===== config.mk =====
export PLATFORM = sky130hd
export DESIGN_NAME = coreCluster
export DESIGN_NICKNAME = d
export VERILOG_FILES = /design/src/clusterPkg.sv /design/src/computeCore.sv /design/src/coreCluster.sv /design/src/taskScheduler.sv
export VERILOG_INCLUDE_DIRS = /design/src /design/src/src
export SDC_FILE = /design/constraint.sdc
export NUM_CORES = 1
export LEC_CHECK = 0
export BUFFER_PORTS_ARGS = -buffer_cell sky130_fd_sc_hd__buf_4
export CAP_MARGIN = 5
export CORE_AREA = 2 2 332 334
export CTS_BUF_LIST = sky130_fd_sc_hd__clkbuf_8
export DETAILED_ROUTE_END_ITERATION = 10
export DIE_AREA = 0 0 334 336
export MAX_ROUTING_LAYER = met4
export PLACE_DENSITY = 0.54
export SYNTH_ARGS = -nofsm -noshare
export SYNTH_HDL_FRONTEND = slang
export SYNTH_SLANG_ARGS = --single-unit

===== constraint.sdc =====
create_clock -name clk -period 35.5 [get_ports clk]
set_clock_uncertainty 0.05 [all_clocks]
set_input_delay 1.775 -clock clk [delete_from_list [all_inputs] [get_ports clk]]
set_output_delay 1.775 -clock clk [all_outputs]
set_load 0.02 [all_outputs]

===== src/clusterSettings_settings.svh =====
`ifndef CLUSTER_SETTINGS_SVH
`define CLUSTER_SETTINGS_SVH

// Cluster dimensions

`define NUM_CORES 4             // Cores in the cluster

`define TASK_MEM_DEPTH 16       // Frames held in task memory

`define REG_WIDTH 8             // Core register width

`define FRAME_WIDTH 48          // Raw task memory frame

`define FRAME_COUNT_WIDTH 4     // Instruction frames per control frame

`endif


===== src/clusterPkg.sv =====
`include "clusterSettings_settings.svh"

package clusterPkg;

	typedef logic [`NUM_CORES-1:0] coreVecT;                  // One bit per core
	typedef logic [`REG_WIDTH-1:0] regT;
	typedef logic [`NUM_CORES*`REG_WIDTH-1:0] regBankT;       // Core 0 in low bits
	typedef logic [`FRAME_WIDTH-1:0] frameT;
	typedef logic [$clog2(`TASK_MEM_DEPTH)-1:0] taskPtrT;
	typedef logic [`FRAME_COUNT_WIDTH-1:0] frameCountT;

	typedef enum logic [1:0] {
		fenceNo = 2'd0,    // Wait only for the chosen cores
		fenceAcq = 2'd1,   // Next control frame waits for all cores
		fenceRel = 2'd2    // This frame waits for all cores
	} fenceT;

	typedef enum logic [1:0] {
		opAdd = 2'd0,
		opSub = 2'd1,
		opXor = 2'd2,
		opMul = 2'd3
	} opcodeT;

	localparam int CtrlSpareWidth = `FRAME_WIDTH - 3 - 2 * `NUM_CORES
		- `FRAME_COUNT_WIDTH - `NUM_CORES * `REG_WIDTH;
	localparam int InsnPadWidth = `FRAME_WIDTH - 3 - `REG_WIDTH;

	typedef struct packed {
		logic isControl;                    // Set for control frames
		fenceT fence;
		coreVecT activeCores;
		coreVecT r0Cores;                   // Cores whose R0 is seeded
		frameCountT frameCount;             // Instruction frames that follow
		regBankT r0Values;
		logic [CtrlSpareWidth-1:0] spare;
	} controlFrameT;

	typedef struct packed {
		logic isControl;                    // Clear for instructions
		opcodeT opcode;
		regT operand;
		logic [InsnPadWidth-1:0] padding;
	} insnFrameT;

endpackage


===== src/computeCore.sv =====
`include "clusterSettings_settings.svh"

module computeCore (
	input logic clk,
	input logic reset,
	input logic start,
	input clusterPkg::frameT frameBus,
	input logic initR0,
	input clusterPkg::regT initR0Value,
	output logic ready,
	output clusterPkg::regT r0
);

	localparam logic [1:0] AluBusy = 2'd1;   // Add, sub, xor
	localparam logic [1:0] MulBusy = 2'd3;

	clusterPkg::insnFrameT insn;
	clusterPkg::regT result;
	logic [1:0] busyTime;
	logic [1:0] busyCount;

	assign insn = frameBus;
	assign ready = (busyCount == '0);

	always_comb begin
		case (insn.opcode)
			clusterPkg::opAdd: result = r0 + insn.operand;
			clusterPkg::opSub: result = r0 - insn.operand;
			clusterPkg::opXor: result = r0 ^ insn.operand;
			clusterPkg::opMul: result = r0 * insn.operand;   // Low byte kept
			default: result = r0;
		endcase
	end

	assign busyTime = (insn.opcode == clusterPkg::opMul) ? MulBusy : AluBusy;

	always_ff @(posedge clk) begin
		if (reset) begin
			busyCount <= '0;
		end else if (start && !insn.isControl) begin
			busyCount <= busyTime;
		end else if (busyCount != '0) begin
			busyCount <= busyCount - 1'b1;
		end
	end

	// Control frames only seed R0 and never make the core busy
	always_ff @(posedge clk) begin
		if (reset) begin
			r0 <= '0;
		end else if (start) begin
			if (!insn.isControl) begin
				r0 <= result;
			end else if (initR0) begin
				r0 <= initR0Value;
			end
		end
	end

endmodule


===== src/coreCluster.sv =====
`include "clusterSettings_settings.svh"

module coreCluster (
	input logic clk,
	input logic reset,
	input clusterPkg::frameT [`TASK_MEM_DEPTH-1:0] taskImage,
	output clusterPkg::coreVecT start,
	output clusterPkg::frameT frameBus,
	output clusterPkg::coreVecT ready,
	output clusterPkg::regBankT coreRegs
);

	clusterPkg::coreVecT initR0;
	clusterPkg::regBankT initR0Values;   // Seed values, one slice per core

	taskScheduler i_taskScheduler (
		.clk(clk),
		.reset(reset),
		.taskImage(taskImage),
		.ready(ready),
		.start(start),
		.frameBus(frameBus),
		.initR0(initR0),
		.initR0Values(initR0Values)
	);

	for (genvar i = 0; i < `NUM_CORES; i++) begin : gCore
		computeCore i_computeCore (
			.clk(clk),
			.reset(reset),
			.start(start[i]),
			.frameBus(frameBus),            // Broadcast to every core
			.initR0(initR0[i]),
			.initR0Value(initR0Values[i*`REG_WIDTH +: `REG_WIDTH]),
			.ready(ready[i]),
			.r0(coreRegs[i*`REG_WIDTH +: `REG_WIDTH])
		);
	end

endmodule


===== src/taskScheduler.sv =====
`include "clusterSettings_settings.svh"

module taskScheduler (
	input logic clk,
	input logic reset,
	input clusterPkg::frameT [`TASK_MEM_DEPTH-1:0] taskImage,
	input clusterPkg::coreVecT ready,
	output clusterPkg::coreVecT start,
	output clusterPkg::frameT frameBus,
	output clusterPkg::coreVecT initR0,
	output clusterPkg::regBankT initR0Values
);

	localparam clusterPkg::taskPtrT LastEntry = clusterPkg::taskPtrT'(`TASK_MEM_DEPTH - 1);

	clusterPkg::frameT taskMem [`TASK_MEM_DEPTH];
	clusterPkg::taskPtrT taskPtr;
	clusterPkg::frameCountT frameCount;       // Instruction frames still to issue
	clusterPkg::fenceT fence;                 // Fence left by the last control frame
	clusterPkg::coreVecT activeCores;
	logic settle;                             // Frame just started and pointer moves on

	clusterPkg::frameT curFrame;
	clusterPkg::controlFrameT ctrlFrame;
	clusterPkg::coreVecT busy;
	logic allIdle;
	logic nextIdle;
	logic activeIdle;
	logic fenceOpen;
	logic launch;
	logic issue;

	// Whole memory is refreshed while the pointer sits at the last entry
	always_ff @(posedge clk) begin
		if (taskPtr == LastEntry) begin
			for (int i = 0; i < `TASK_MEM_DEPTH; i++) begin
				taskMem[i] <= taskImage[i];
			end
		end
	end

	assign curFrame = taskMem[taskPtr];
	assign ctrlFrame = curFrame;
	assign frameBus = curFrame;                 // Unregistered so start lines up with it

	assign busy = ~ready;
	assign allIdle = (busy == '0);
	assign nextIdle = ((busy & ctrlFrame.activeCores) == '0);
	assign activeIdle = ((busy & activeCores) == '0);

	assign fenceOpen = (allIdle && (fence == clusterPkg::fenceAcq
		|| ctrlFrame.fence == clusterPkg::fenceRel))
		|| (nextIdle && fence == clusterPkg::fenceNo);

	assign launch = !settle && (frameCount == '0) && fenceOpen;   // Control frame
	assign issue = !settle && (frameCount != '0) && activeIdle;   // Instruction frame

	always_ff @(posedge clk) begin
		if (reset) begin
			start <= '0;
			initR0 <= '0;
			settle <= 1'b0;
		end else begin
			settle <= launch || issue;
			if (launch) begin
				start <= ctrlFrame.activeCores;
				initR0 <= ctrlFrame.r0Cores;
			end else if (issue) begin
				start <= activeCores;
				initR0 <= '0;
			end else begin
				start <= '0;
				initR0 <= '0;
			end
		end
	end

	always_ff @(posedge clk) begin
		if (launch) begin
			initR0Values <= ctrlFrame.r0Values;
		end
	end

	always_ff @(posedge clk) begin
		if (reset) begin
			taskPtr <= LastEntry;                 // Forces a reload first
		end else if (settle) begin
			taskPtr <= (taskPtr == LastEntry) ? '0 : taskPtr + 1'b1;
		end
	end

	always_ff @(posedge clk) begin
		if (reset) begin
			frameCount <= clusterPkg::frameCountT'(1);   // Stale entry counts as last insn
		end else if (launch) begin
			frameCount <= ctrlFrame.frameCount;
		end else if (issue) begin
			frameCount <= frameCount - 1'b1;
		end
	end

	// Release acts on its own frame only, so it is not kept
	always_ff @(posedge clk) begin
		if (reset) begin
			fence <= clusterPkg::fenceNo;
		end else if (launch) begin
			fence <= (ctrlFrame.fence == clusterPkg::fenceAcq) ?
				clusterPkg::fenceAcq : clusterPkg::fenceNo;
		end
	end

	always_ff @(posedge clk) begin
		if (reset) begin
			activeCores <= '0;
		end else if (launch) begin
			activeCores <= ctrlFrame.activeCores;
		end
	end

endmodule


== Word-level counts from Yosys, hierarchy flattened ==
Memory sizes are Yosys's and may differ from the RTL's. A register that Yosys moved wholly into a read port is not among the register bits.
Index checks and enable logic that the tools add are counted.
Word-level totals
  output and inout bits: 88
  input port bits: 770
  memories: 1
  register bits: 95
  bits in writable memories: 768
  word-level logic and storage cells: 123
Memory list
  i_taskScheduler.taskMem: depth 16, width 48, rd ports 1, clocked after memory_dff 1, wr ports 16, RTL line taskScheduler.sv:16  | clusterPkg::frameT taskMem [`TASK_MEM_DEPTH];
Operators by class
  add/subtract/negate cells: 14
  bitwise logic cells: 8
  equality and inequality tests: 9
  multiplexer cells: 31
  multipliers: 4
  reductions and logical operators: 40
Operators by type and width (number)
  $pmux 8 s4: 4
  $mux 8: 8
  $add 8x8->8: 4
  $mul 8x8->8: 4
  $sub 8x8->8: 4
  $xor 8x8->8: 4
  $mux 4: 7
  $mux 2: 9
  $reduce_bool 2->1: 9
  $logic_not 4->1: 4
  $logic_not 2->1: 6
  $logic_and 1x1->1: 10
  $and 4x4->4: 2
  $ne 2x2->1 const B: 4
  $reduce_and 2->1: 4
  $sub 2x1->2 const B: 4
  $add 4x1->4 const B: 1
  $eq 2x1->1 const B: 2
  $eq 2x2->1 const B: 2
  $eq 4x4->1 const B: 1
  $not 4->4: 1
  $reduce_bool 4->1: 1
  $sub 4x1->4 const B: 1
  $logic_or 1x1->1: 3
  other kinds (4): 7

== Longest topological paths before layout ==
Gate-level depths: netlist (run 1).
  depth after elaboration: 9
  gate-level depth with buffers: 28
  depth with buffers taken out: 23

== Hierarchy ==
Synthesis (run 1) repeated with hierarchy kept, for this count alone.
Unflattened totals
  cell total of the unflattened synthesis: 2256
  area, all modules: 38974.9 µm²
By module, submodules not included
  taskScheduler: cells each 1243, seq. area each 24543.5 µm², area an instance 30949.7 µm², instances 1
  computeCore (gCore[0].i_computeCore ...): cells each 253, seq. area each 200.2 µm², area an instance 2001.9 µm², instances 2
  computeCore (gCore[1].i_computeCore): cells each 253, seq. area each 200.2 µm², area an instance 2024.4 µm², instances 1
  computeCore (gCore[3].i_computeCore): cells each 254, seq. area each 200.2 µm², area an instance 1996.9 µm², instances 1

== Least setup slack after synthesis (run 1) ==
Ideal clock, no wire load.
  path kind: reg2reg
  start point: register i_taskScheduler.taskPtr[0]
  end point: memory i_taskScheduler.taskMem[0][0] (netlist name) (enable)
  library setup time: 1.243 ns
  setup slack: 16.206 ns
  data arrival time: 18.002 ns
  buffers on the path: 0
  data required time: 34.207 ns
  stages on the path, launching flop included: 3
  clock period less this slack: 19.294 ns
  cell sequence: dfxtp_1 ha_1 and3_1
RTL lines
  start: declaration: RTL line taskScheduler.sv:17  | clusterPkg::taskPtrT taskPtr;
  start signal: assignment: RTL line taskScheduler.sv:86  | taskPtr <= LastEntry;
  start signal: assignment: RTL line taskScheduler.sv:88  | taskPtr <= (taskPtr == LastEntry) ? '0 : taskPtr + 1'b1;
  end: declaration: RTL line taskScheduler.sv:16

==> flow_summary.yaml, run 1 <==
logic_synthesis:
  ys_warn_count: 0
  synth_seq_area_share: 0.657
  synth_seq_cells: 866
  syn-instance-count: 2227
  synth_flop_cell: "edfxtp_1"
  synth_edf_count: 800
  synth_cell_types: 67
  synth_nets: 3164
  async_flop_share: 0
  syn_area_um2: 38600
  syn_avg_cell_area_um2: 17.3
timing:
  slew-limit-headroom: 0.189
  rsz0062_at_grt: "no"
  maxSlewViolCount: 0
  hold_viol: 0
  tns_ps: 0
  worst_pin_slew_ps: 1220
  hold_slack_ps: 457
  max_freq_mhz: 140
  timing.final.ws_setup_ps: 28330
  post-route-min-period_ps: 7170
  final-setup-viol-count: 0
  layout_worst_path_cycle_share: 0.202
clocking:
  path_clk_slew_ps: 60
  cts_tree: "done"
  post_cts_resized: 0
  cts-root-buf: "clkbuf_8"
  cts_buffers: 151
  htree_levels: 4
  cts_setup_buffers: 0
  hold_buffers: 0
  cts_buffer_depth: 3
  clock_latency_ps: 840
  numClockSinks: 866
route:
  drc: 0
  ant_nets: 0
  avgRoutedWirePerCell_um: 28.1
  drt-total-wl_mm: 133
  drt-initial-drc-count: 2201
  dr.pass1.iters: 5
  dr_total_vias: 24100
  routed_via_density: 5.11
layout:
  syn_to_final_growth_pct: 28.0
  drive_gt1_frac: 0.399
  nNetsFinal: 4101
  utilization: 0.456
floorplanning:
  dieArea_um2: 112000
  rows: 121
  die_h_um: 336
  coreArea_um2: 108000
  boundaryPins: 858
  die_x_um: 334
  initial_core_util: 0.356
grt:
  antenna_found_initial: 40
  grt_use_total: 0.241
  grt_pass1_vias: 25500
  grt_max_degree: 219
  gr-total-overflow: 0
  grt_pass1_wl_mm: 185
placement:
  post-place-ws_ps: 28550
  hpwl_mm: 99.9
  port-buffer-count: 857
  gp_congestion: 0.920
pwr:
  vdd_drop_max_mv: 0.0907
  p_leak_nw: 19.7
  powerDensity_nw_per_um2: 104
critical_path:
  reg2reg_depth: 21
  reg2reg_to: "gCore[3].i_computeCore.r0[7]"
  crit_top_cell: "buf_4"
  crit_path_end_kind: "output pin"
  crit_fanout: 37
  critPathKind: "reg -> out"
  slowest_delay_ps: 740
  rrSetupSlack_ps: 28570
  required_ps: 33670
  crit_arrival_ps: 5340
  cp_slowest_cell: "buf_4"
  start_kind: "register"
  crit_chain: "buf_4 > buf_4 > buf_4 > mux4_2 > mux4_2 > buf_4"
  critical_path_buf_inv_count: 4
  worst_path_dominant_cell_family: "buffers and inverters"
job:
  cap_violations: 0
min_path:
  hold_end: "i_taskScheduler.start[0]"
  hp-start: "i_taskScheduler.activeCores[0]"
  holdPathStages: 2
  worstHoldPathType: "reg -> reg"
status:
  status: "finished, final reports clean"
==> per-layer routing <==
metal  vias up  part of all wire  track usage
met3       205             0.069       0.0621
met2       962              0.53        0.412
met4         0             0.021       0.0726
met5         -                 0            -
met1     12400              0.38        0.278
li1      10600                 -            -
==> area by class of cell <==
type	instances	area (um^2)
Fill cell	9646	59000
Sequential cell	866	25400
Multi-Input combinational cell	1114	12200
Timing Repair Buffer	890	6710
Clock buffer	155	2130
Tap cell	1414	1770
Clock inverter	114	621
Inverter	141	532
Antenna cell	26	65.1
==> metrics by stage <==
| step | area (um^2) | total power, W | std cells |
|---|---|---|---|
| 6_report | 49400 | 0.00516 | 4720 |
| 5_1_grt | 49400 | 0.00545 | 4718 |
| 4_1_cts | 49400 | 0.00521 | 4694 |
| 3_5_place_dp | 46600 | 0.00433 | 4425 |
| 3_3_place_gp | 46600 | 0.00428 | 4425 |
| 2_1_floorplan | 38600 | 0.00391 | 2227 |
==> cell usage after synthesis (3+ instances only) <==
master      n  area, um^2
o21ai_1     4        20.0
dfxtp_1    66        1320
xor2_1     33         289
a21o_1     12        90.1
or3_1       3        18.8
xnor2_1    59         517
nand2b_1    8        50.1
a211oi_1   26         195
ha_1      115        1440
mux4_1     12         315
o41ai_1     4        35.0
o21bai_1    4        30.0
xnor3_1    11         248
mux4_2    209        4710
inv_1     140         526
buf_4      16         120
nor3_1     13        65.1
a31oi_1     3        18.8
and2_1     53         332
o211ai_1   30         225
buf_1      12        45.0
buf_6       5        56.3
buf_2      25         125
mux2i_1    47         470
nand2_1   128         480
nor2_1     90         338
nand3_1    13        65.1
clkbuf_1   46         173
fa_1       52        1040
o311ai_0    4        35.0
o31ai_1     4        30.0
nand3b_1    7        52.6
nor3b_1     6        45.0
a21oi_1    58         290
o21a_1      6        45.0
edfxtp_1  800       24000
a22oi_1    16         120
o21ai_0    42         210
nor2b_1    13        81.3
==> flip-flops by register name (all words and copies together), names as in the netlist, named ones only <==
register	count
gCore.i_computeCore.busyCount	8
gCore.i_computeCore.r0	32
i_taskScheduler.activeCores	4
i_taskScheduler.fence	1
i_taskScheduler.frameCount	4
i_taskScheduler.initR0	4
i_taskScheduler.initR0Values	32
i_taskScheduler.settle	1
i_taskScheduler.start	4
i_taskScheduler.taskMem	768
i_taskScheduler.taskPtr	4
==> kinds of logic after synthesis <==
family / count (synthesis) / share of synthesized area
compound gates: 228 / 0.0385
xor+xnor: 103 / 0.0273
fa+ha+maj: 167 / 0.0643
buf+inv: 247 / 0.0279
flops: 866 / 0.657
mux: 271 / 0.143
simple gates: 345 / 0.0421
==> cells in the final DEF, fill, tap and decap left out, types with 30 or more instances in the layout <==
cell type  synthesis  layout
nand2_1          128     127
dfxtp_1           66      63
mux2i_1           47      45
o211ai_1          30      30
mux4_2           209     209
edfxtp_1         800     800
xnor2_1           59      59
xor2_1            33      33
clkinv_1           1      30
clkbuf_8           0     155
buf_4             16     888
ha_1             115     115
a21oi_1           58      58
inv_1            140     191
o21ai_0           42      41
fa_1              52      52
and2_1            53      53
nor2_1            90      90
==> report_power, final <==
group	leakage, nW	internal (W)	switching [W]	total, W
sequential	8.32	0.00179	0.000195	0.00198
combinational	9.79	0.000888	0.00143	0.00232
clock	1.60	0.000426	0.000430	0.000855
==> worst min-delay path, cell delays in order, from the launching register on <==
cell	delay (ps)
dfxtp_1	330
a22oi_1	60
nor2_1	80
==> worst max-delay path by stage <==
stage	startpoint	endpoint	slack, ps	cells after the start
CTS	register	frameBus[18]	28060	6
floorplan	i_taskScheduler.taskPtr[0]	i_taskScheduler.taskMem[0][0]	16210	2
global placement	register	gCore[3].i_computeCore.r0[7]	28690	21
detailed placement	register	gCore[3].i_computeCore.r0[7]	28550	21
finish	register	frameBus[18]	28330	6
global route	register	frameBus[18]	27880	6
Power figures use the tool's default switching activity.
==> run 2, diff against run 1 <==
--- a/config.mk
+++ b/config.mk
@@ -6,14 +6,15 @@
 export SDC_FILE = /design/constraint.sdc
 export NUM_CORES = 1
 export LEC_CHECK = 0
+export ABC_AREA = 1
 export BUFFER_PORTS_ARGS = -buffer_cell sky130_fd_sc_hd__buf_4
 export CAP_MARGIN = 5
-export CORE_AREA = 2 2 332 334
+export CORE_AREA = 2 2 337 339
 export CTS_BUF_LIST = sky130_fd_sc_hd__clkbuf_8
 export DETAILED_ROUTE_END_ITERATION = 10
-export DIE_AREA = 0 0 334 336
+export DIE_AREA = 0 0 339 341
 export MAX_ROUTING_LAYER = met4
-export PLACE_DENSITY = 0.54
+export PLACE_DENSITY = 0.56
 export SYNTH_ARGS = -nofsm -noshare
 export SYNTH_HDL_FRONTEND = slang
 export SYNTH_SLANG_ARGS = --single-unit
==> constraint.sdc (replaced) <==
create_clock -name clk -period 5.9 [get_ports clk]
set_clock_uncertainty 0.05 [all_clocks]
set_input_delay 0.295 -clock clk [delete_from_list [all_inputs] [get_ports clk]]
set_output_delay 0.295 -clock clk [all_outputs]
set_load 0.02 [all_outputs]
==> run 2 against run 1 <==
Final cell count increased by 45%. Highest routed layer unchanged. Critical path depth increased by 3. Setup slack got worse by 28000 ps. Power increased to 6.6 times the previous value. Largest power group unchanged.
==> flow_summary.yaml, run 2 <==
critical_path:
  reg2reg_depth: 29
  rrSetupSlack_ps: 480
  crit_path_end_kind: "output pin"
  start_kind: "register"
  crit_arrival_ps: 5220
  critPathKind: "reg -> out"
  required_ps: 5560
  reg2reg_to: "gCore[0].i_computeCore.r0[7]"
  crit_fanout: 152
layout:
  fin_area_um2: 58600
  final_cells: 6838
  nNetsFinal: 6084
  utilization: 0.523
  drive_gt1_frac: 0.222
  final_common_cell: "buf_4"
  syn_to_final_growth_pct: 47.0
  top_register: "i_taskScheduler.taskMem"
  reg_top3: "i_taskScheduler.taskMem: 768 flops, gCore.i_computeCore.r0: 32 flops, i_taskScheduler.initR0Values: 32 flops"
  final_cell_mix: "buf_4 (910), edfxtp_1 (800), dlygate4sd3_1 (769)"
  largest_reg_flops: 768
logic_synthesis:
  ys_warn_count: 0
  yosys.area.top_type: "edfxtp_1"
  syn_avg_cell_area_um2: 11.4
  synth_seq_area_share: 0.636
  synth_top_area_frac: 0.603
  async_flop_share: 0
  syn-instance-count: 3504
  synth_edf_count: 800
  synth_seq_cells: 866
  yosysMostFrequentCell: "edfxtp_1"
  synth_flop_cell: "edfxtp_1"
  syn_area_um2: 39800
  synth_area_leaders: "edfxtp_1 (60%), o21ai_0 (4.6%), nor2_1 (4.4%)"
  synth_cell_types: 49
  ys_top_cells_by_count: "edfxtp_1 (800), nor2_1 (463), nand2_1 (457)"
  synth_nets: 4441
min_path:
  worstHoldPathType: "in -> reg"
  hp-start: "taskImage[673]"
  hold_end: "i_taskScheduler.taskMem[14][1]"
  holdPathStages: 2
grt:
  antenna_found_initial: 67
  grt_pass1_wl_mm: 232
  gr-total-overflow: 0
  grt_max_degree: 185
  grt_pass1_vias: 35000
  grt_use_total: 0.285
placement:
  post-place-ws_ps: 393
  dp.cells: 5721
  gp_congestion: 0.926
  place_area_um2: 47800
  port-buffer-count: 857
  hpwl_mm: 114
pwr:
  powerDensity_nw_per_um2: 581
  vdd_drop_max_mv: 0.622
  p_leak_nw: 23.9
  power_w: 0.0341
job:
  cap_violations: 0
floorplanning:
  boundaryPins: 858
  die_x_um: 339
  die_h_um: 341
  dieArea_um2: 116000
  initial_core_util: 0.356
  rows: 123
  coreArea_um2: 112000
clocking:
  cts_buffer_depth: 3
  numClockSinks: 866
  clock_latency_ps: 860
  cts-root-buf: "clkbuf_8"
  cts_setup_buffers: 0
  cts_buffers: 154
  cts_tree: "done"
  htree_levels: 4
  path_clk_slew_ps: 60
route:
  dr.pass1.iters: 5
  routed_via_density: 5.09
  ant_nets: 0
  drt-initial-drc-count: 2995
  drc: 0
  drt-total-wl_mm: 165
  dr_total_vias: 34800
  avgRoutedWirePerCell_um: 24.1
timing:
  worst_pin_slew_ps: 1160
  slew-limit-headroom: 0.228
  timing.final.ws_setup_ps: 335
  post-route-min-period_ps: 5570
  maxSlewViolCount: 0
  layout_worst_path_cycle_share: 0.943
  hold_viol: 0
  final-setup-viol-count: 0
  rsz0062_at_grt: "no"
  max_freq_mhz: 180
status:
  status: "finished, final reports clean"
-- run 2: changes by cell type after synthesis, sizes merged, moves of 49 or more --
cell | previous run | this run
mux4 | 221 | 0
o221ai | 1 | 143
o21ai | 47 | 402
clkbuf | 47 | 113
nand2 | 128 | 476
nand3 | 13 | 192
inv | 140 | 295
mux2i | 49 | 0
nor2 | 90 | 464
and2 | 54 | 4
-- run 2: layout make-up --
cell class,count,area [um^2]
clock inverter,114,687
tap,1500,1880
clock buffer,158,2170
timing repair buffer,1689,14700
sequential,866,25400
antenna,75,188
fill,9684,53300
inverter,296,1140
multi-input combinational,2140,12400
-- run 2: cell families (layout without fill, tap and decap cells) --
group | after synthesis | in the layout | share of synthesized area
other | 0 | 75 | 0
xor gates and xnor gates | 52 | 52 | 0.0114
buffers and inverters | 498 | 2257 | 0.0533
AOI/OAI and AO/OA | 746 | 746 | 0.115
adders and majority gates | 167 | 167 | 0.0622
DFF | 866 | 866 | 0.636
and+or+nand+nor | 1175 | 1175 | 0.122
-- run 2: through the flow --
stage	setup TNS, ps	hold WS (ps)
floorplan	-5147530	344
global placement	0	421
detailed placement	0	424
CTS	0	12.8
global route	0	45.5
finish	0	101
-- run 2: report_power, final --
part	internal [W]	leakage (nW)	total [W]	switching (W)
registers	0.0107	8.26	0.0115	0.000860
logic	0.00479	14.0	0.0171	0.0123
clock network	0.00270	1.62	0.00542	0.00272
-- run 2: metal layers --
metal | vias up | track usage | wire, um
li1 | 15900 | - | -
met1 | 17100 | 0.334 | 64200
met2 | 1510 | 0.477 | 82600
met3 | 363 | 0.0535 | 10900
met4 | 0 | 0.124 | 7480
met5 | - | - | 0
-- run 2: worst max-delay path by stage --
stage | startpoint | to
3_3_place_gp | register | gCore[0].i_computeCore.r0[7]
4_1_cts | register | frameBus[3]
2_1_floorplan | i_taskScheduler.taskPtr[0] | i_taskScheduler.taskMem[0][0]
5_1_grt | register | gCore[0].i_computeCore.r0[7]
6_report | register | frameBus[20]
3_5_place_dp | register | gCore[0].i_computeCore.r0[7]
-- run 2: what timing repair did --
| action | in CTS | in global routing |
|---|---|---|
| hold buffers | 769 | 0 |
| gates resized for setup | 0 | 2 |
| setup endpoints to repair | 0 | 3 |
| endpoints found under the hold margin | 798 | 0 |
-- run 2: critical path: stages, from the launching register on --
cell      delay (ps)
dfxtp_4          420
buf_16           220
buf_4            660
buf_4            680
buf_12           490
o21ai_0          250
o221ai_1         420
nand3_1          320
nand2_1          320
buf_4            210
